[src/mmio_pkg.sv]
package mmio_pkg;

    typedef logic [31:0] io_word_t;  // Bus data word
    typedef logic [7:0]  io_addr_t;  // Byte offset in I/O region
    typedef logic [7:0]  byte_t;     // UART byte
    typedef logic [5:0]  led_t;
    typedef logic [11:0] duty_t;
    typedef logic [2:0]  button_t;
    typedef logic [1:0]  switch_t;

    // One bus access as issued by the execute and writeback stages
    typedef struct packed {
        logic     wr_en;  // Store strobe
        logic     rd_en;  // Load strobe
        io_addr_t addr;
        io_word_t wdata;
    } io_req_t;

    typedef enum logic [1:0] {IDLE, START, DATA, STOP} uart_state_t;

    localparam io_addr_t ADDR_UART_CTRL = 8'h00;  // Bit 0 tx not full, bit 1 rx not empty
    localparam io_addr_t ADDR_UART_RX   = 8'h04;  // Load pops receive queue
    localparam io_addr_t ADDR_UART_TX   = 8'h08;
    localparam io_addr_t ADDR_CYCLE     = 8'h10;
    localparam io_addr_t ADDR_CYCLE_RST = 8'h18;
    localparam io_addr_t ADDR_BTN_CTRL  = 8'h20;  // Bit 0 button queue empty
    localparam io_addr_t ADDR_BTN_DATA  = 8'h24;  // Load pops button queue
    localparam io_addr_t ADDR_SWITCHES  = 8'h28;
    localparam io_addr_t ADDR_LEDS      = 8'h30;
    localparam io_addr_t ADDR_DUTY      = 8'h34;  // Read gives req pending

    localparam int FIFO_DEPTH     = 32;
    localparam int FIFO_AW        = $clog2(FIFO_DEPTH);
    localparam int CPU_CLOCK_FREQ = 50_000_000;
    localparam int BAUD_RATE      = 115_200;
    localparam int CLKS_PER_BIT   = CPU_CLOCK_FREQ / BAUD_RATE;  // 434
    localparam int UART_CNT_W     = $clog2(CLKS_PER_BIT);
    localparam int SYNC_STAGES    = 2;

endpackage

[src/button_capture.sv]
`timescale 1ns/10ps

module button_capture (
    input  logic              clk,
    input  logic              rst_n,
    input  mmio_pkg::button_t buttons,
    input  logic              full,
    output logic              wr_en,
    output mmio_pkg::button_t din
);
    import mmio_pkg::*;

    button_t sync_q [SYNC_STAGES];
    button_t prev_q;  // Last synchronized sample
    button_t rose;

    always_ff @(posedge clk or negedge rst_n) begin
        if (!rst_n) begin
            for (int i = 0; i < SYNC_STAGES; i++) begin
                sync_q[i] <= '0;
            end
            prev_q <= '0;
        end else begin
            sync_q[0] <= buttons;
            for (int i = 1; i < SYNC_STAGES; i++) begin
                sync_q[i] <= sync_q[i-1];
            end
            prev_q <= sync_q[SYNC_STAGES-1];
        end
    end

    assign rose  = sync_q[SYNC_STAGES-1] & ~prev_q;
    assign din   = rose;
    assign wr_en = (|rose) && !full;  // Event lost when queue is full

endmodule

[src/mmio_regs.sv]
`timescale 1ns/10ps

module mmio_regs (
    input  logic               clk,
    input  logic               rst_n,
    input  mmio_pkg::io_req_t  req,
    input  logic               tx_full,
    input  logic               rx_empty,
    input  mmio_pkg::byte_t    rx_data,
    input  logic               btn_empty,
    input  mmio_pkg::button_t  btn_data,
    input  mmio_pkg::switch_t  switches,
    input  logic               ack,
    output mmio_pkg::io_word_t rdata,
    output logic               tx_push,
    output mmio_pkg::byte_t    tx_byte,
    output logic               rx_pop,
    output logic               btn_pop,
    output mmio_pkg::led_t     leds,
    output mmio_pkg::duty_t    duty_cycle,
    output logic               duty_req
);
    import mmio_pkg::*;

    io_word_t cycle_cnt;
    io_word_t rd_mux;
    logic     cycle_clr;
    logic     led_we;
    logic     duty_we;

    // Store decode
    assign tx_push   = req.wr_en && (req.addr == ADDR_UART_TX);
    assign tx_byte   = req.wdata[7:0];
    assign cycle_clr = req.wr_en && (req.addr == ADDR_CYCLE_RST);
    assign led_we    = req.wr_en && (req.addr == ADDR_LEDS);
    assign duty_we   = req.wr_en && (req.addr == ADDR_DUTY) && !duty_req;

    // Load side effects happen in the strobe cycle
    assign rx_pop  = req.rd_en && (req.addr == ADDR_UART_RX);
    assign btn_pop = req.rd_en && (req.addr == ADDR_BTN_DATA);

    always_ff @(posedge clk or negedge rst_n) begin
        if (!rst_n) begin
            cycle_cnt <= '0;
        end else if (cycle_clr) begin
            cycle_cnt <= '0;
        end else begin
            cycle_cnt <= cycle_cnt + 1'b1;
        end
    end

    always_ff @(posedge clk or negedge rst_n) begin
        if (!rst_n) begin
            leds <= '0;
        end else if (led_we) begin
            leds <= req.wdata[5:0];
        end
    end

    // Duty value stays fixed until the consumer acknowledges
    always_ff @(posedge clk or negedge rst_n) begin
        if (!rst_n) begin
            duty_cycle <= '0;
            duty_req   <= 1'b0;
        end else if (duty_we) begin
            duty_cycle <= req.wdata[11:0];
            duty_req   <= 1'b1;
        end else if (duty_req && ack) begin
            duty_req <= 1'b0;
        end
    end

    always_comb begin
        case (req.addr)
            ADDR_UART_CTRL: rd_mux = io_word_t'({!rx_empty, !tx_full});
            ADDR_UART_RX:   rd_mux = rx_empty ? '0 : io_word_t'(rx_data);
            ADDR_CYCLE:     rd_mux = cycle_cnt;
            ADDR_BTN_CTRL:  rd_mux = io_word_t'(btn_empty);
            ADDR_BTN_DATA:  rd_mux = btn_empty ? '0 : io_word_t'(btn_data);
            ADDR_SWITCHES:  rd_mux = io_word_t'(switches);
            ADDR_LEDS:      rd_mux = io_word_t'(leds);
            ADDR_DUTY:      rd_mux = io_word_t'(duty_req);
            default:        rd_mux = '0;  // Unmapped offset
        endcase
    end

    // Load result held until next load
    always_ff @(posedge clk) begin
        if (req.rd_en) begin
            rdata <= rd_mux;
        end
    end

    a_one_strobe: assert property (@(posedge clk) disable iff (!rst_n)
        !(req.wr_en && req.rd_en));

    a_req_needs_ack: assert property (@(posedge clk) disable iff (!rst_n)
        $fell(duty_req) |-> $past(ack));

endmodule

[src/mmio_top.sv]
`timescale 1ns/10ps

module mmio_top (
    input  logic               clk,
    input  logic               rst_n,
    input  mmio_pkg::io_req_t  req,
    input  mmio_pkg::button_t  buttons,
    input  mmio_pkg::switch_t  switches,
    input  logic               ack,
    input  logic               serial_rx,
    output mmio_pkg::io_word_t rdata,
    output mmio_pkg::led_t     leds,
    output mmio_pkg::duty_t    duty_cycle,
    output logic               req_out,
    output logic               serial_tx
);
    import mmio_pkg::*;

    logic    tx_push;
    byte_t   tx_byte;
    logic    tx_full;
    logic    tx_pop;
    byte_t   tx_dout;
    logic    tx_empty;
    logic    tx_ready;

    logic    rx_push;
    logic    rx_valid;
    byte_t   rx_byte;
    logic    rx_full;
    logic    rx_pop;
    byte_t   rx_dout;
    logic    rx_empty;

    logic    btn_push;
    button_t btn_din;
    logic    btn_full;
    logic    btn_pop;
    button_t btn_dout;
    logic    btn_empty;

    assign tx_pop  = tx_ready && !tx_empty;  // Byte taken by transmitter
    assign rx_push = rx_valid && !rx_full;

    mmio_regs regs (
        .clk(clk),
        .rst_n(rst_n),
        .req(req),
        .tx_full(tx_full),
        .rx_empty(rx_empty),
        .rx_data(rx_dout),
        .btn_empty(btn_empty),
        .btn_data(btn_dout),
        .switches(switches),
        .ack(ack),
        .rdata(rdata),
        .tx_push(tx_push),
        .tx_byte(tx_byte),
        .rx_pop(rx_pop),
        .btn_pop(btn_pop),
        .leds(leds),
        .duty_cycle(duty_cycle),
        .duty_req(req_out)
    );

    sync_fifo #(.WIDTH($bits(byte_t))) tx_fifo (
        .clk(clk), .rst_n(rst_n),
        .wr_en(tx_push), .din(tx_byte), .full(tx_full),
        .rd_en(tx_pop), .dout(tx_dout), .empty(tx_empty)
    );

    sync_fifo #(.WIDTH($bits(byte_t))) rx_fifo (
        .clk(clk), .rst_n(rst_n),
        .wr_en(rx_push), .din(rx_byte), .full(rx_full),
        .rd_en(rx_pop), .dout(rx_dout), .empty(rx_empty)
    );

    sync_fifo #(.WIDTH($bits(button_t))) btn_fifo (
        .clk(clk), .rst_n(rst_n),
        .wr_en(btn_push), .din(btn_din), .full(btn_full),
        .rd_en(btn_pop), .dout(btn_dout), .empty(btn_empty)
    );

    uart on_chip_uart (
        .clk(clk),
        .rst_n(rst_n),
        .tx_byte(tx_dout),
        .tx_valid(!tx_empty),
        .serial_rx(serial_rx),
        .tx_ready(tx_ready),
        .rx_byte(rx_byte),
        .rx_valid(rx_valid),
        .serial_tx(serial_tx)
    );

    button_capture btn_capture (
        .clk(clk),
        .rst_n(rst_n),
        .buttons(buttons),
        .full(btn_full),
        .wr_en(btn_push),
        .din(btn_din)
    );

endmodule

[src/sync_fifo.sv]
`timescale 1ns/10ps

module sync_fifo #(
    parameter int WIDTH = $bits(mmio_pkg::byte_t)
) (
    input  logic             clk,
    input  logic             rst_n,
    input  logic             wr_en,
    input  logic [WIDTH-1:0] din,
    input  logic             rd_en,
    output logic [WIDTH-1:0] dout,
    output logic             full,
    output logic             empty
);
    import mmio_pkg::*;

    logic [WIDTH-1:0] mem [FIFO_DEPTH];
    logic [FIFO_AW:0] wr_ptr;  // Extra MSB is the wrap flag
    logic [FIFO_AW:0] rd_ptr;
    logic             do_wr;
    logic             do_rd;

    assign do_wr = wr_en && !full;  // Push while full is dropped
    assign do_rd = rd_en && !empty;

    assign empty = (wr_ptr == rd_ptr);
    assign full  = (wr_ptr[FIFO_AW] != rd_ptr[FIFO_AW]) &&
                   (wr_ptr[FIFO_AW-1:0] == rd_ptr[FIFO_AW-1:0]);

    // First word falls through to the output
    assign dout = mem[rd_ptr[FIFO_AW-1:0]];

    always_ff @(posedge clk) begin
        if (do_wr) begin
            mem[wr_ptr[FIFO_AW-1:0]] <= din;
        end
    end

    always_ff @(posedge clk or negedge rst_n) begin
        if (!rst_n) begin
            wr_ptr <= '0;
            rd_ptr <= '0;
        end else begin
            if (do_wr) begin
                wr_ptr <= wr_ptr + 1'b1;
            end
            if (do_rd) begin
                rd_ptr <= rd_ptr + 1'b1;
            end
        end
    end

    // Head entry stays put until popped
    a_head_stable: assert property (@(posedge clk) disable iff (!rst_n)
        (!empty && !rd_en) |=> $stable(dout));

endmodule

[src/uart.sv]
`timescale 1ns/10ps

module uart (
    input  logic            clk,
    input  logic            rst_n,
    input  mmio_pkg::byte_t tx_byte,
    input  logic            tx_valid,
    input  logic            serial_rx,
    output logic            tx_ready,
    output mmio_pkg::byte_t rx_byte,
    output logic            rx_valid,
    output logic            serial_tx
);
    import mmio_pkg::*;

    uart_state_t           tx_state;
    logic [UART_CNT_W-1:0] tx_cnt;
    logic [2:0]            tx_bit;
    byte_t                 tx_shift;
    logic                  tx_bit_end;

    uart_state_t           rx_state;
    logic [UART_CNT_W-1:0] rx_cnt;
    logic [2:0]            rx_bit;
    byte_t                 rx_shift;
    logic [SYNC_STAGES-1:0] rx_sync;
    logic                  rx_in;
    logic                  rx_mid;
    logic                  rx_bit_end;

    assign tx_bit_end = (tx_cnt == UART_CNT_W'(CLKS_PER_BIT - 1));
    assign tx_ready   = (tx_state == IDLE);

    always_comb begin
        case (tx_state)
            START:   serial_tx = 1'b0;
            DATA:    serial_tx = tx_shift[0];  // LSB first
            default: serial_tx = 1'b1;         // Idle line and stop bit
        endcase
    end

    always_ff @(posedge clk or negedge rst_n) begin
        if (!rst_n) begin
            tx_state <= IDLE;
            tx_cnt   <= '0;
            tx_bit   <= '0;
        end else begin
            if (tx_state == IDLE || tx_bit_end) begin
                tx_cnt <= '0;
            end else begin
                tx_cnt <= tx_cnt + 1'b1;
            end
            case (tx_state)
                IDLE: begin
                    if (tx_valid) begin
                        tx_state <= START;
                    end
                end
                START: begin
                    if (tx_bit_end) begin
                        tx_state <= DATA;
                        tx_bit   <= '0;
                    end
                end
                DATA: begin
                    if (tx_bit_end) begin
                        tx_bit <= tx_bit + 1'b1;
                        if (tx_bit == 3'd7) begin
                            tx_state <= STOP;
                        end
                    end
                end
                default: begin
                    if (tx_bit_end) begin
                        tx_state <= IDLE;
                    end
                end
            endcase
        end
    end

    always_ff @(posedge clk) begin
        if (tx_valid && tx_ready) begin
            tx_shift <= tx_byte;
        end else if (tx_state == DATA && tx_bit_end) begin
            tx_shift <= {1'b0, tx_shift[7:1]};
        end
    end

    // Receive line comes from another clock domain
    always_ff @(posedge clk or negedge rst_n) begin
        if (!rst_n) begin
            rx_sync <= '1;
        end else begin
            rx_sync <= {rx_sync[SYNC_STAGES-2:0], serial_rx};
        end
    end

    assign rx_in      = rx_sync[SYNC_STAGES-1];
    assign rx_mid     = (rx_cnt == UART_CNT_W'(CLKS_PER_BIT / 2 - 1));
    assign rx_bit_end = (rx_cnt == UART_CNT_W'(CLKS_PER_BIT - 1));
    assign rx_byte    = rx_shift;

    always_ff @(posedge clk or negedge rst_n) begin
        if (!rst_n) begin
            rx_state <= IDLE;
            rx_cnt   <= '0;
            rx_bit   <= '0;
            rx_valid <= 1'b0;
        end else begin
            rx_valid <= 1'b0;
            rx_cnt   <= rx_cnt + 1'b1;
            case (rx_state)
                IDLE: begin
                    rx_cnt <= '0;
                    if (!rx_in) begin
                        rx_state <= START;
                    end
                end
                START: begin
                    if (rx_mid) begin  // Later sampling lands mid-bit
                        rx_cnt   <= '0;
                        rx_bit   <= '0;
                        rx_state <= rx_in ? IDLE : DATA;  // Glitch goes back to idle
                    end
                end
                DATA: begin
                    if (rx_bit_end) begin
                        rx_cnt <= '0;
                        rx_bit <= rx_bit + 1'b1;
                        if (rx_bit == 3'd7) begin
                            rx_state <= STOP;
                        end
                    end
                end
                default: begin
                    if (rx_bit_end) begin
                        rx_cnt   <= '0;
                        rx_state <= IDLE;
                        rx_valid <= rx_in;  // Framing error drops the byte
                    end
                end
            endcase
        end
    end

    always_ff @(posedge clk) begin
        if (rx_state == DATA && rx_bit_end) begin
            rx_shift <= {rx_in, rx_shift[7:1]};
        end
    end

    a_rx_valid_pulse: assert property (@(posedge clk) disable iff (!rst_n)
        rx_valid |=> !rx_valid);

endmodule

[config.mk]
export PLATFORM = sky130hd
export DESIGN_NAME = mmio_top
export DESIGN_NICKNAME = d
export VERILOG_FILES = /design/src/mmio_pkg.sv /design/src/button_capture.sv /design/src/mmio_regs.sv /design/src/mmio_top.sv /design/src/sync_fifo.sv /design/src/uart.sv
export SDC_FILE = /design/constraint.sdc
export NUM_CORES = 1
export LEC_CHECK = 0
export ABC_AREA = 1
export BUFFER_PORTS_ARGS = -buffer_cell sky130_fd_sc_hd__buf_2
export CAP_MARGIN = 20
export CORE_MARGIN = 2
export CORE_UTILIZATION = 32
export CTS_CLUSTER_DIAMETER = 40
export DETAILED_ROUTE_END_ITERATION = 7
export SYNTH_ARGS = -nofsm -noshare
export SYNTH_HDL_FRONTEND = slang
export SYNTH_SLANG_ARGS = --single-unit
[constraint.sdc]
create_clock -name clk -period 2 [get_ports clk]
set_input_delay 0.2 -clock clk [delete_from_list [all_inputs] [get_ports clk]]
set_output_delay 0.2 -clock clk [all_outputs]
set_load 0.005 [all_outputs]
Yosys cells after proc, flatten, opt, wreduce, memory -nomap -nowiden
Memories as Yosys holds them, arrays and structs flattened.
Cells that the tools add are included.
{ "classes": {"addsub": 11, "eq_ne": 35, "mux": 40, "n_bitwise": 2, "n_reduce_logical": 45} }
{ "ops": {"columns": ["cell", "n"], "rows": [
  ["case mux 32 bit (8 select lines)", 1],
  ["== test 8 x 6 -> 1 bit, second input constant", 5],
  ["adder 6 x 1 -> 6 bit, second input constant", 6],
  ["adder 32 x 1 -> 32 bit, second input constant", 1],
  ["two-way mux 32 bit", 1],
  ["two-way mux 9 bit", 3],
  ["two-way mux 8 bit", 3],
  ["logical AND 1 bit", 22],
  ["two-way mux 2 bit", 11],
  ["adder 9 x 1 -> 9 bit, second input constant", 2],
  ["== test 6 bit", 3],
  ["== test 9 bit, second input constant", 2],
  ["case mux 9 bit (2 select lines)", 1],
  ["== test 8 x 5 -> 1 bit, second input constant", 2],
  ["== test 5 bit", 3],
  ["two-way mux 3 bit", 5],
  ["inequality test 2 x 1 -> 1 bit, second input constant", 6],
  ["case mux 2 bit (3 select lines)", 2],
  ["case mux 3 bit (2 select lines)", 2],
  ["two-way mux 1 bit", 10],
  ["AND reduction 5 bit", 2],
  ["nonzero test 2 bit", 5],
  ["== test 9 x 8 -> 1 bit, second input constant", 1],
  ["== test 8 x 3 -> 1 bit, second input constant", 1],
  ["other kinds (17)", 33]
]} }
{ "totals": {"register_bits": 175, "ram_bits": 608, "output_inout_bits": 52, "wordCells": 160, "memories": 3} }
{ "mem_list": {"columns": ["name", "words", "width", "rd", "rd_clocked_by_memory_dff", "write_ports", "line_no", "source"], "rows": [
  ["rx_fifo.mem", 32, 8, 1, 0, 1, "sync_fifo.sv:17", "logic [WIDTH-1:0] mem [FIFO_DEPTH];"],
  ["tx_fifo.mem", 32, 8, 1, 0, 1, "sync_fifo.sv:17", null],
  ["btn_fifo.mem", 32, 3, 1, 0, 1, "sync_fifo.sv:17", null]
]} }

Logic depth before layout (Yosys ltp)
Gate-level depths: netlist of run 1.
{ "depth": {"depth_word": 7, "ltp_mapped": 15, "depth_no_buf": 13} }

Hierarchy
A second synthesis of run 1 with hierarchy kept.
{ "unflattened": {"cells_unflattened": 3365, "hier_area_um2": 34455.5} }
{ "by_module_without_submodules": {"columns": ["module", "n_inst", "cells_each", "area_per_inst_um2", "seq_area_each_um2"], "rows": [
  ["sync_fifo (rx_fifo ...)", 2, 1033, 11265.8, 7987.7],
  ["sync_fifo (btn_fifo)", 1, 509, 4936.0, 3183.1],
  ["mmio_regs", 1, 513, 4359.2, 2237.1],
  ["uart", 1, 250, 2317.2, 1258.7],
  ["button_capture", 1, 22, 287.8, 225.2],
  ["mmio_top", 1, 5, 23.8, 0.0]
]} }

Least setup slack after synthesis of run 1
No wires, ideal clock.
{ "synth_timing": {"kind": "reg-to-reg", "from": "register btn_capture.prev_q[1]", "to": "memory btn_fifo.mem[28][0] (netlist bit), enable pin", "setup_time_ps": 319, "arrival_ps": 1899, "slack_ps": -218, "stages_incl_launch_ff": 7, "path_buffers": 0, "period_less_slack_ps": 2218, "path_cell_list": "dfrtp_1 > nor2_1 > or3_1 > nand2_4 > inv_4 > nand2_2 > nor2_1"} }
{ "synth_between": {"elab_chain_len": 7} }
{ "synth_lines": {"columns": ["element", "line_no", "source"], "rows": [
  ["from (decl)", "button_capture.sv:14", "button_t prev_q;"],
  ["from (signal assigned)", "button_capture.sv:28", "prev_q <= sync_q[SYNC_STAGES-1];"],
  ["inverter 3 bit", "button_capture.sv:32", "assign rose = sync_q[SYNC_STAGES-1] & ~prev_q;"],
  ["bitwise AND 3 bit", "button_capture.sv:32", null],
  ["named net btn_capture.din[1]", "button_capture.sv:9", "output mmio_pkg::button_t din"],
  ["OR reduction 3 bit", "button_capture.sv:34", "assign wr_en = (|rose) && !full;"],
  ["logical AND 1 bit", "button_capture.sv:34", null],
  ["logical AND 1 bit", "sync_fifo.sv:23", "assign do_wr = wr_en && !full;"],
  ["two-way mux 1 bit", "sync_fifo.sv:34", "if (do_wr) begin"],
  ["two-way mux 1 bit (implied by the code)", "sync_fifo.sv:35", "mem[wr_ptr[FIFO_AW-1:0]] <= din;"],
  ["to (decl)", "sync_fifo.sv:17", null]
]} }
The timed path passes the listed nets, and every way through them passes these cells.

Worst setup path after layout of run 1
{ "layout_timing": {"from": "register rx_fifo.rd_ptr[0]", "to": "memory rx_fifo.mem[22][3] (netlist bit), enable pin"} }
{ "layout_between": {"elab_chain_len": 7} }
{ "layout_lines": {"columns": ["element", "line_no", "source"], "rows": [
  ["from (decl)", "sync_fifo.sv:19", "logic [FIFO_AW:0] rd_ptr;"],
  ["from (signal assigned)", "sync_fifo.sv:48", "rd_ptr <= rd_ptr + 1'b1;"],
  ["== test 5 bit (*)", "sync_fifo.sv:28", "(wr_ptr[FIFO_AW-1:0] == rd_ptr[FIFO_AW-1:0]);"],
  ["logical AND 1 bit (*)", "sync_fifo.sv:27", "assign full = (wr_ptr[FIFO_AW] != rd_ptr[FIFO_AW]) &&"],
  ["logical NOT 1 bit (*)", "mmio_top.sv:43, sync_fifo.sv:23", null],
  ["logical AND 1 bit", "mmio_top.sv:43", "assign rx_push = rx_valid && !rx_full;"],
  ["logical AND 1 bit (*)", "sync_fifo.sv:23", null],
  ["two-way mux 1 bit (*)", "sync_fifo.sv:34", null],
  ["two-way mux 1 bit (implied by the code) (*)", "sync_fifo.sv:35", null],
  ["to (decl)", "sync_fifo.sv:17", null]
]} }
Every way passes the cells marked *; elsewhere a longest branch is shown, timed or not.

==> reports/results.tsv, run 1 <==
stage	metric	value	unit
status	status	finished with violations	
status	failed_checks	setup timing	
critical_path	cp_common_cell	buf_12	
drt	wirelength	84.6	mm
layout	drive_gt1_frac	0.200	
placement	dp.cells	4534	
synth	ys_types	50	
clock_network	cts_buffer_depth	3	
critical_path	cp-start-kind	flip-flop	
synth	synth_edf_count	656	
sta	max_freq	486	MHz
synth	synth_cells	2971	
synth	synth_area_leaders	edfxtp_1 59%, dfrtp_1 9.4%, nor2_1 6.6%	
synth	synth_seq_cells	783	
floorplan	io_pins	103	
sta	timing.slew.headroom	0.563	
layout	seq_area	22900	um^2
drt	drt_first_pass_iters	6	
drt	ant_nets	0	
power	swShare	0.246	
sta	fin_crit	2.06	ns
sta	final-setup-viol-count	172	
clock_network	h-tree-depth	3	
layout	syn_to_final_growth	25.8	%
clock_network	clk_root_buffer_cell	clkbuf_16	
synth	synth_top_area_share	0.592	
drt	drtIter0Drc	1946	
global_route	grt_max_degree	90	
global_route	grt_overflow	0	
synth	ys.flop_type	edfxtp_1	
critical_path	cp_max_fo	8	
global_route	busiest_layer	met2	
global_route	grt_pass1_wl	130	mm
worst_hold_path	holdCritPathClass	in -> async	
global_route	grt_pass1_vias	22600	
clock_network	cts.sinks	783	
global_route	track_usage	0.156	
placement	io_buffer_count	82	
sta	hold_viol	0	
job	drv_cap	0	
drt	vias	23000	
floorplan	die_h	326	um
sta	tightest_slew	0.654	ns
clock_network	cts_tree	yes	
placement	place_area	37000	um^2
floorplan	num_rows	118	
synth	syn_area	33300	um^2
power	clock_power_share	0.476	
sta	report.final.slew_viol_count	0	
power	power	0.0406	W
layout	multiInputGateArea	9540	um^2
power	power.density	969	nW/um^2
sta	setup-tns-final	-3.63	ns
placement	place_ws	-0.156	ns
sta	finalCritPeriodShare	1.03	
placement	gp_congestion	0.865	
synth	synth.most_common_cell	edfxtp_1	
critical_path	cp_cell_sequence	buf_4 > nor2_2 > nor3_2 > nand4_1 > nand2_4 > buf_12 > nor3_4 > buf_12	
power	ir_worst_vdd	671	uV
global_route	gr-usage-met2	0.251	
drt	detail_route.wl_per_cell	17.7	um
global_route	antenna_found_initial	0	
critical_path	worstSetupPathType	reg -> reg	
sta	clock_skew	0.0662	ns
layout	n_antenna_cell	0	
sta	setup_ws	-0.0566	ns
critical_path	rr_startpoint	rx_fifo.rd_ptr[0]	
global_route	grt.met3_usage	0.0267	
synth	synth.yosys.seq_area_share	0.688	
synth	synth_top_area_cell	edfxtp_1	
clock_network	clkLatencyLatePin	0.69	ns
global_route	use_met1	0.219	
placement	dp_hpwl	54.6	mm
critical_path	cp.required	2.35	ns
power	power.switching	0.00999	W
power	seqPwrFrac	0.450	
synth	ys_warn_count	0	
drt	routed_via_density	4.82	
synth	postSynthAreaPerCell	11.2	um^2
critical_path	crit_slowest_cell	dfrtp_4	
drt	drc	0	
layout	nNetsFinal	3380	
sta	rsz0062_at_grt	yes	
critical_path	reg2reg_slack	-0.06	ns
critical_path	reg2reg_to	rx_fifo.mem[22][3]	
layout	n_fill_cell	9735	
critical_path	end_kind	flip-flop	
floorplan	initial_utilization	0.322	
clock_network	cts_buffers	110	
critical_path	crit_path_max_incr_delay	0.54	ns
floorplan	core_area	103000	um^2
floorplan	dieWidth	326	um
critical_path	arrival	2.41	ns
layout	fin_area	41900	um^2
clock_network	path_clk_slew	0.05	ns
power	p_comb_frac	0.074	
synth	syn-num-nets	3054	
floorplan	dieArea	107000	um^2
synth	synth-async-reset-ratio	0.162	
layout	final_cells	4774	
synth	synth_common_cells	656 x edfxtp_1, 585 x nor2_1, 395 x nand2_1	
power	power_leakage	15.6	nW
power	internal_power	0.0306	W
critical_path	reg2regPathDepth	8	
[cell usage in the layout (no fill, tap or decap), types with 10 or more instances in the layout]
master	synthesis	routed
clkinv_1	8	15
o211ai_1	71	71
nor3_1	55	42
o21ai_0	337	315
buf_2	68	81
buf_4	10	161
nor2_2	13	25
nand2_1	395	391
clkbuf_16	0	112
nand3_2	2	22
edfxtp_1	656	656
nor3_2	6	18
nand3_1	132	111
clkbuf_1	47	16
o22ai_1	36	36
ha_1	32	31
xor2_1	34	33
nand4_1	20	20
inv_1	164	164
nor2_1	585	542
clkinv_2	0	11
buf_12	0	38
dlygate4sd3_1	0	17
a21oi_1	62	59
nor2_4	3	34
inv_2	15	12
dfrtp_1	125	121
buf_6	3	44
clkinv_4	0	17
o21ai_1	17	38
inv_6	0	11
inv_8	0	10
[stage by stage]
step	utilization	hold slack [ns]
floorplan	-	-0.0956
global placement	0.358	0.186
detailed placement	0.358	0.187
CTS	0.402	0.00291
global route	0.405	0.0432
finish	0.405	0.0351
[cell families (layout without fill, tap and decap cells)]
family                     Yosys count  after routing  synth area share
xor gates and xnor gates            42             42            0.0115
AOI/OAI and AO/OA                  534            534            0.0881
DFF                                783            783             0.688
adders and majority gates           32             32            0.0120
and+or+nand+nor                   1251           1251             0.158
muxes                                6              6           0.00203
buffers and inverters              323            746            0.0410
[registers in the layout (all words and copies together), names as in the netlist, 6 cells and up]
name and cells:
rx_fifo.mem 256, tx_fifo.wr_ptr 6, regs.leds 6, regs.duty_cycle 12, btn_fifo.wr_ptr 6, rx_fifo.rd_ptr 6, btn_fifo.mem 96, on_chip_uart.rx_cnt 9
regs.rdata 32, tx_fifo.mem 256, tx_fifo.rd_ptr 6, rx_fifo.wr_ptr 6, btn_capture.sync_q 6, on_chip_uart.rx_byte 8, btn_fifo.rd_ptr 6, on_chip_uart.tx_shift 8
regs.cycle_cnt 32, on_chip_uart.tx_cnt 9
[worst max-delay path, delay by kind of cell, from the launching register on]
family / cells / cell delay, ns
DFF: 1 / 0.54
buffers and inverters: 3 / 0.52
and+or+nand+nor: 5 / 0.65
[metal layers]
metal	vias up	routed length, um
met4	0	1920
met1	11200	38300
met3	141	4790
met5	-	0
li1	11000	-
met2	614	39500
[repair_timing]
item                                    CTS  global route
hold endpoints to repair                185             0
hold buffers                             17             0
gates cloned                              3             2
setup buffers                             5             5
endpoints found under the setup margin  498           615
resized for setup                       114            54
pin swaps                                10            25
[how the worst max path moves through the flow]
stage	from	to	slack, ns	cells past startpoint
after CTS	tx_fifo.rd_ptr[0]	tx_fifo.mem[12][4]	-0.08	13
final	rx_fifo.rd_ptr[0]	rx_fifo.mem[22][3]	-0.06	8
after floorplan	rx_fifo.rd_ptr[0]	rx_fifo.mem[12][0]	-0.14	8
after global placement	rx_fifo.rd_ptr[0]	regs.rdata[0]	-0.14	9
after global routing	rx_fifo.rd_ptr[0]	rx_fifo.mem[4][6]	-0.16	8
after detailed placement	rx_fifo.rd_ptr[0]	regs.rdata[0]	-0.16	9
[final cells by class]
| class | count | area share |
|---|---|---|
| well taps | 1380 | 0.0413 |
| clock inverters | 76 | 0.0199 |
| repair buffers | 348 | 0.0771 |
| multi-input cells | 1865 | 0.228 |
| inverters | 189 | 0.0174 |
| flip-flops and latches | 783 | 0.547 |
| clock buffers | 133 | 0.0695 |
[power by group through the flow]
| stage | clock [W] | sequential, W | combinational (W) |
|---|---|---|---|
| floorplan | 0 | 0.0185 | 0.00171 |
| global placement | 0 | 0.0186 | 0.00283 |
| detailed placement | 0 | 0.0186 | 0.00285 |
| CTS | 0.0197 | 0.0183 | 0.00297 |
| global route | 0.0204 | 0.0183 | 0.00332 |
| finish | 0.0193 | 0.0183 | 0.00299 |
(Power assumes the default switching activity.)
==> run 2: changes to the inputs <==
ABC_CLOCK_PERIOD_IN_PS = 2000   (was unset)
PLACE_DENSITY_LB_ADDON = 0.15   (was unset)
==> reports/results.tsv, run 2 (synthesized netlist as in run 1, its figures left out) <==
stage	metric	value	unit	change
status	status	finished with violations		unchanged
status	failed_checks	setup timing		unchanged
layout	final_cells	4825		was 4774
critical_path	arrival	2.49	ns	was 2.41 ns
layout	syn_to_final_growth	30.1	%	was 25.8%
clock_network	cts.sinks	783		unchanged
clock_network	h-tree-depth	3		unchanged
clock_network	cts_tree	yes		unchanged
power	power	0.0417	W	was 0.0406 W
layout	layout.cells.most_common	edfxtp_1		unchanged
sta	timing.slew.headroom	0.541		was 0.563
sta	clock_skew	0.0298	ns	was 0.0662 ns
floorplan	dieArea	107000	um^2	unchanged
global_route	grt_max_degree	49		was 90
drt	ant_nets	0		unchanged
critical_path	cp_cell_sequence	buf_6 > nor2_4 > nor3_4 > nand4_1 > nand2_4 > buf_12 > buf_12 > nor3_4 > buf_6		was buf_4 > nor2_2 > nor3_2 > nand4_1 > nand2_4 > buf_12 > nor3_4 > buf_12
floorplan	dieWidth	326	um	unchanged
sta	finalCritPeriodShare	1.05		was 1.03
sta	rsz0062_at_grt	yes		unchanged
sta	final-setup-viol-count	322		was 172
worst_hold_path	min_path_cells	1		
critical_path	cp-start-kind	flip-flop		unchanged
placement	dp_hpwl	60.8	mm	was 54.6 mm
drt	vias	23600		was 23000
global_route	grt_pass1_vias	23600		was 22600
critical_path	cp_max_fo	8		unchanged
sta	fin_crit	2.11	ns	was 2.06 ns
layout	n_antenna_cell	0		unchanged
sta	setup_ws	-0.109	ns	was -0.0566 ns
critical_path	rr_startpoint	rx_fifo.rd_ptr[0]		unchanged
placement	dp.cells	4530		was 4534
critical_path	end_kind	flip-flop		unchanged
critical_path	cp.required	2.38	ns	was 2.35 ns
sta	max_freq	474	MHz	was 486 MHz
power	power.density	963	nW/um^2	was 969 nW/um^2
drt	detail_route.wl_per_cell	19.7	um	was 17.7 um
job	drv_cap	0		unchanged
power	power_leakage	16.2	nW	was 15.6 nW
critical_path	crit_buf_inv	4		was 3
clock_network	cts_buffers	117		was 110
drt	drt_first_pass_iters	7		was 6
clock_network	path_clk_slew	0.06	ns	was 0.05 ns
clock_network	clk_root_buffer_cell	clkbuf_16		unchanged
sta	tightest_slew	0.689	ns	was 0.654 ns
layout	drive_gt1_frac	0.239		was 0.200
floorplan	num_rows	118		unchanged
critical_path	crit_path_max_incr_delay	0.52	ns	was 0.54 ns
worst_hold_path	min_to	tx_fifo.mem[5][0]		
drt	drtIter0Drc	1806		was 1946
layout	fin_area	43300	um^2	was 41900 um^2
floorplan	die_h	326	um	unchanged
critical_path	crit_slowest_cell	dfrtp_4		unchanged
floorplan	io_pins	103		unchanged
placement	gp_congestion	0.872		was 0.865
critical_path	reg2reg_to	rx_fifo.mem[13][5]		was rx_fifo.mem[22][3]
layout	nNetsFinal	3429		was 3380
drt	routed_via_density	4.88		was 4.82
power	ir_worst_vdd	622	uV	was 671 uV
clock_network	clkLatencyLatePin	0.70	ns	was 0.69 ns
critical_path	critical-path-top-delay-family	buffers and inverters		was simple AND/OR/NAND/NOR gates
global_route	grt_pass1_wl	143	mm	was 130 mm
placement	place_area	36900	um^2	was 37000 um^2
worst_hold_path	holdCritPathClass	in -> reg		was in -> async
global_route	track_usage	0.174		was 0.156
global_route	antenna_found_initial	0		unchanged
critical_path	reg2regPathDepth	9		was 8
sta	report.final.slew_viol_count	0		unchanged
floorplan	initial_utilization	0.322		unchanged
layout	layout_common_cells	656 x edfxtp_1, 509 x nor2_1, 380 x nand2_1, 260 x o21ai_0, 171 x buf_4		was 656 x edfxtp_1, 542 x nor2_1, 391 x nand2_1, 315 x o21ai_0, 164 x inv_1
global_route	grt_overflow	0		unchanged
critical_path	worstSetupPathType	reg -> reg		unchanged
placement	io_buffer_count	82		unchanged
worst_hold_path	min_from	req[0]		
clock_network	cts_buffer_depth	3		unchanged
sta	hold_viol	0		unchanged
critical_path	reg2reg_slack	-0.11	ns	was -0.06 ns
drt	wirelength	94.9	mm	was 84.6 mm
drt	drc	0		unchanged
critical_path	crit_start	rx_fifo.rd_ptr[0]		unchanged
floorplan	core_area	103000	um^2	unchanged
-- run 2: how the worst max path moves through the flow --
stage	end	cells after the start
final	rx_fifo.mem[13][5]	9
after global routing	tx_fifo.mem[13][1]	13
after CTS	tx_fifo.mem[1][3]	13
after detailed placement	tx_fifo.mem[25][0]	11
after global placement	rx_fifo.mem[2][2]	5
after floorplan	rx_fifo.mem[12][0]	8
-- run 2: metal layers --
| layer | part of all wire | wire length (um) | vias to the layer above | GRT usage |
|---|---|---|---|---|
| met5 | 0 | 0 | - | 0 |
| met4 | 0.025 | 2350 | 0 | 0.0557 |
| met3 | 0.049 | 4600 | 147 | 0.0256 |
| met2 | 0.46 | 43800 | 595 | 0.275 |
| met1 | 0.47 | 44100 | 11700 | 0.245 |
| li1 | - | - | 11200 | - |
-- run 2: cell type report --
class / count / area [um^2]
flip-flops and latches: 783 / 22900
well taps: 1380 / 1730
clock buffers: 129 / 3000
repair buffers: 389 / 3800
inverters: 189 / 741
fillers: 9736 / 60100
multi-input cells: 1866 / 10200
clock inverters: 89 / 897
-- run 2: per-stage QoR --
stage                     utilization  worst slack (ns)  hold slack, ns  TNS [ns]
after floorplan                     -            -0.141         -0.0956    -33.79
after global placement          0.357            -0.373           0.157    -51.94
after detailed placement        0.357            -0.268           0.156    -58.24
after CTS                       0.407            -0.163         0.00645    -11.61
after global routing            0.419            -0.192          0.0298    -48.47
final                           0.419            -0.109          0.0412    -17.82
-- run 2: what timing repair did --
action / CTS / global route
buffers inserted: 20 / 31
pin swaps: 81 / 85
hold buffers: 18 / 0
hold endpoints to repair: 189 / 0
cloned: 7 / 4
resized for setup: 214 / 241
setup endpoints to repair: 359 / 593
-- run 2: power breakdown --
part	internal, W	switching (W)
sequential	0.0180	0.000276
clock	0.0122	0.00794
combinational	0.00113	0.00214
total	0.0313	0.0104
==> run 3: changes to the inputs <==
CORE_UTILIZATION = 56   (was 32)
==> reports/results.tsv, run 3 (synthesized netlist as in run 1, its figures left out) <==
stage	metric	value	unit	change
status	status	finished with violations		unchanged
status	failed_checks	setup timing		unchanged
sta	max_freq	476	MHz	was 474 MHz
drt	wirelength	88.5	mm	was 94.9 mm
global_route	grt_pass1_vias	23400		was 23600
layout	syn_to_final_growth	23.9	%	was 30.1%
worst_hold_path	holdCritPathClass	in -> reg		unchanged
worst_hold_path	min_path_cells	5		was 1
global_route	grt_max_degree	56		was 49
critical_path	worstSetupPathType	reg -> reg		unchanged
critical_path	reg2reg_to	regs.rdata[7]		was rx_fifo.mem[13][5]
sta	final-setup-viol-count	146		was 322
critical_path	reg2reg_slack	-0.10	ns	was -0.11 ns
layout	n_fill_cell	4013		was 9736
clock_network	cts_buffers	99		was 117
floorplan	io_pins	103		unchanged
global_route	grt_pass1_wl	132	mm	was 143 mm
clock_network	cts.sinks	783		unchanged
power	p_comb_frac	0.081		was 0.079
critical_path	cp.required	2.40	ns	was 2.38 ns
clock_network	cts_tree	yes		unchanged
sta	fin_crit	2.10	ns	was 2.11 ns
global_route	antenna_found_initial	1		was 0
job	drv_cap	0		unchanged
layout	layout.cells.most_common	edfxtp_1		unchanged
critical_path	rr_startpoint	rx_fifo.rd_ptr[0]		unchanged
drt	detail_route.wl_per_cell	21.4	um	was 19.7 um
floorplan	core_area	58900	um^2	was 103000 um^2
critical_path	cp_max_fo	10		was 8
power	internal_power	0.0298	W	was 0.0313 W
power	ir_worst_vdd	878	uV	was 622 uV
floorplan	die_h	248	um	was 326 um
drt	vias	24200		was 23600
floorplan	dieWidth	248	um	was 326 um
sta	whs	0.0402	ns	was 0.0412 ns
drt	drt_first_pass_iters	8		was 7
drt	routed_via_density	5.85		was 4.88
layout	n_antenna_cell	0		unchanged
sta	tightest_slew	0.705	ns	was 0.689 ns
sta	timing.slew.headroom	0.527		was 0.541
critical_path	arrival	2.50	ns	was 2.49 ns
layout	drive_gt1_frac	0.215		was 0.239
global_route	grt_overflow	0		unchanged
clock_network	path_clk_slew	0.06	ns	about the same
layout	seq_area	22900	um^2	about the same
clock_network	h-tree-depth	3		unchanged
layout	multiInputGateArea	9870	um^2	was 10200 um^2
floorplan	initial_utilization	0.565		was 0.322
power	seqPwrFrac	0.461		was 0.438
drt	drtIter0Drc	2626		was 1806
clock_network	clkLatencyLatePin	0.66	ns	was 0.70 ns
sta	hold_viol	0		unchanged
global_route	track_usage	0.281		was 0.174
sta	rsz0062_at_grt	yes		unchanged
power	swShare	0.248		about the same
power	power.density	962	nW/um^2	was 963 nW/um^2
sta	report.final.slew_viol_count	0		unchanged
layout	layout_common_cells	656 x edfxtp_1, 524 x nor2_1, 383 x nand2_1, 306 x o21ai_0, 161 x inv_1		was 656 x edfxtp_1, 509 x nor2_1, 380 x nand2_1, 260 x o21ai_0, 171 x buf_4
floorplan	num_rows	89		was 118
floorplan	dieArea	61400	um^2	was 107000 um^2
critical_path	cp-start-kind	flip-flop		unchanged
placement	gp_congestion	0.935		was 0.872
worst_hold_path	min_from	switches[1]		was req[0]
clock_network	clk_root_buffer_cell	clkbuf_16		unchanged
sta	clock_skew	0.0314	ns	was 0.0298 ns
power	power.switching	0.00982	W	was 0.0104 W
power	clock_power_share	0.458		was 0.483
placement	dp_hpwl	53.1	mm	was 60.8 mm
drt	drc	0		unchanged
drt	ant_nets	0		unchanged
sta	finalCritPeriodShare	1.05		about the same
sta	setup_ws	-0.101	ns	was -0.109 ns
power	power_leakage	15.5	nW	was 16.2 nW
worst_hold_path	min_to	regs.rdata[1]		was tx_fifo.mem[5][0]
placement	io_buffer_count	82		unchanged
power	power	0.0396	W	was 0.0417 W
critical_path	end_kind	flip-flop		unchanged
critical_path	reg2regPathDepth	10		was 9
clock_network	cts_buffer_depth	3		unchanged
layout	nNetsFinal	3364		was 3429
## run 3: layer usage
| metal | vias up | share of wire | wire (um) | track usage |
|---|---|---|---|---|
| met5 | - | 0.00015 | 13 | 0 |
| met4 | 2 | 0.034 | 3010 | 0.0951 |
| met3 | 235 | 0.086 | 7590 | 0.0497 |
| met2 | 1180 | 0.48 | 42100 | 0.450 |
| met1 | 11800 | 0.40 | 35800 | 0.392 |
| li1 | 11000 | - | - | - |
## run 3: per-stage QoR
stage / instances / util / setup TNS (ns) / area, um^2 / worst slack [ns]
finish: 4139 / 0.699 / -4.38 / 41200 / -0.101
global route: 4139 / 0.699 / -29.07 / 41200 / -0.161
CTS: 4116 / 0.683 / -7.16 / 40200 / -0.0736
detailed placement: 3904 / 0.611 / -45.81 / 36000 / -0.454
global placement: 3903 / 0.611 / -42.08 / 36000 / -0.458
floorplan: 2971 / - / -33.79 / 33400 / -0.141
## run 3: power by group through the flow
stage          Clock, W  Sequential [W]  Combinational [W]
6_report         0.0182          0.0183            0.00320
5_1_grt          0.0191          0.0183            0.00347
4_1_cts          0.0183          0.0183            0.00288
3_5_place_dp          0          0.0186            0.00270
3_3_place_gp          0          0.0186            0.00263
2_1_floorplan         0          0.0185            0.00171
## run 3: timing repair
item	CTS	global route
buffers inserted	7	12
endpoints found under the setup margin	366	549
cloned	5	11
resized for setup	105	187
pin swaps	7	42
endpoints found under the hold margin	180	0
hold buffers	15	0
## run 3: layout make-up
type	count	share of cell area
clock buffers	107	0.0626
clock inverters	79	0.0207
flip-flops and latches	783	0.556
multi-input cells	1865	0.240
repair buffers	343	0.0802
well taps	773	0.0235
inverters	189	0.0180
## run 3: worst max-delay path: stages (launching register included)
cell,delay (ns)
dfrtp_4,0.46
inv_4,0.05
buf_12,0.16
buf_12,0.15
clkbuf_16,0.17
o21ai_0,0.27
o22ai_1,0.11
a21oi_1,0.18
nand3_1,0.14
nand3_2,0.13
nand2_1,0.05
## run 3: worst max-delay path by stage
stage                     cells after the start              start  slack [ns]                 end
after floorplan                               8  rx_fifo.rd_ptr[0]       -0.14  rx_fifo.mem[12][0]
after global placement                        7  rx_fifo.wr_ptr[1]       -0.46  rx_fifo.mem[24][0]
after detailed placement                      7  rx_fifo.wr_ptr[1]       -0.45   rx_fifo.mem[0][6]
after CTS                                    13  tx_fifo.rd_ptr[0]       -0.07   tx_fifo.mem[4][4]
after global routing                          8  rx_fifo.rd_ptr[0]       -0.16   rx_fifo.mem[4][1]
final                                        10  rx_fifo.rd_ptr[0]       -0.10       regs.rdata[7]
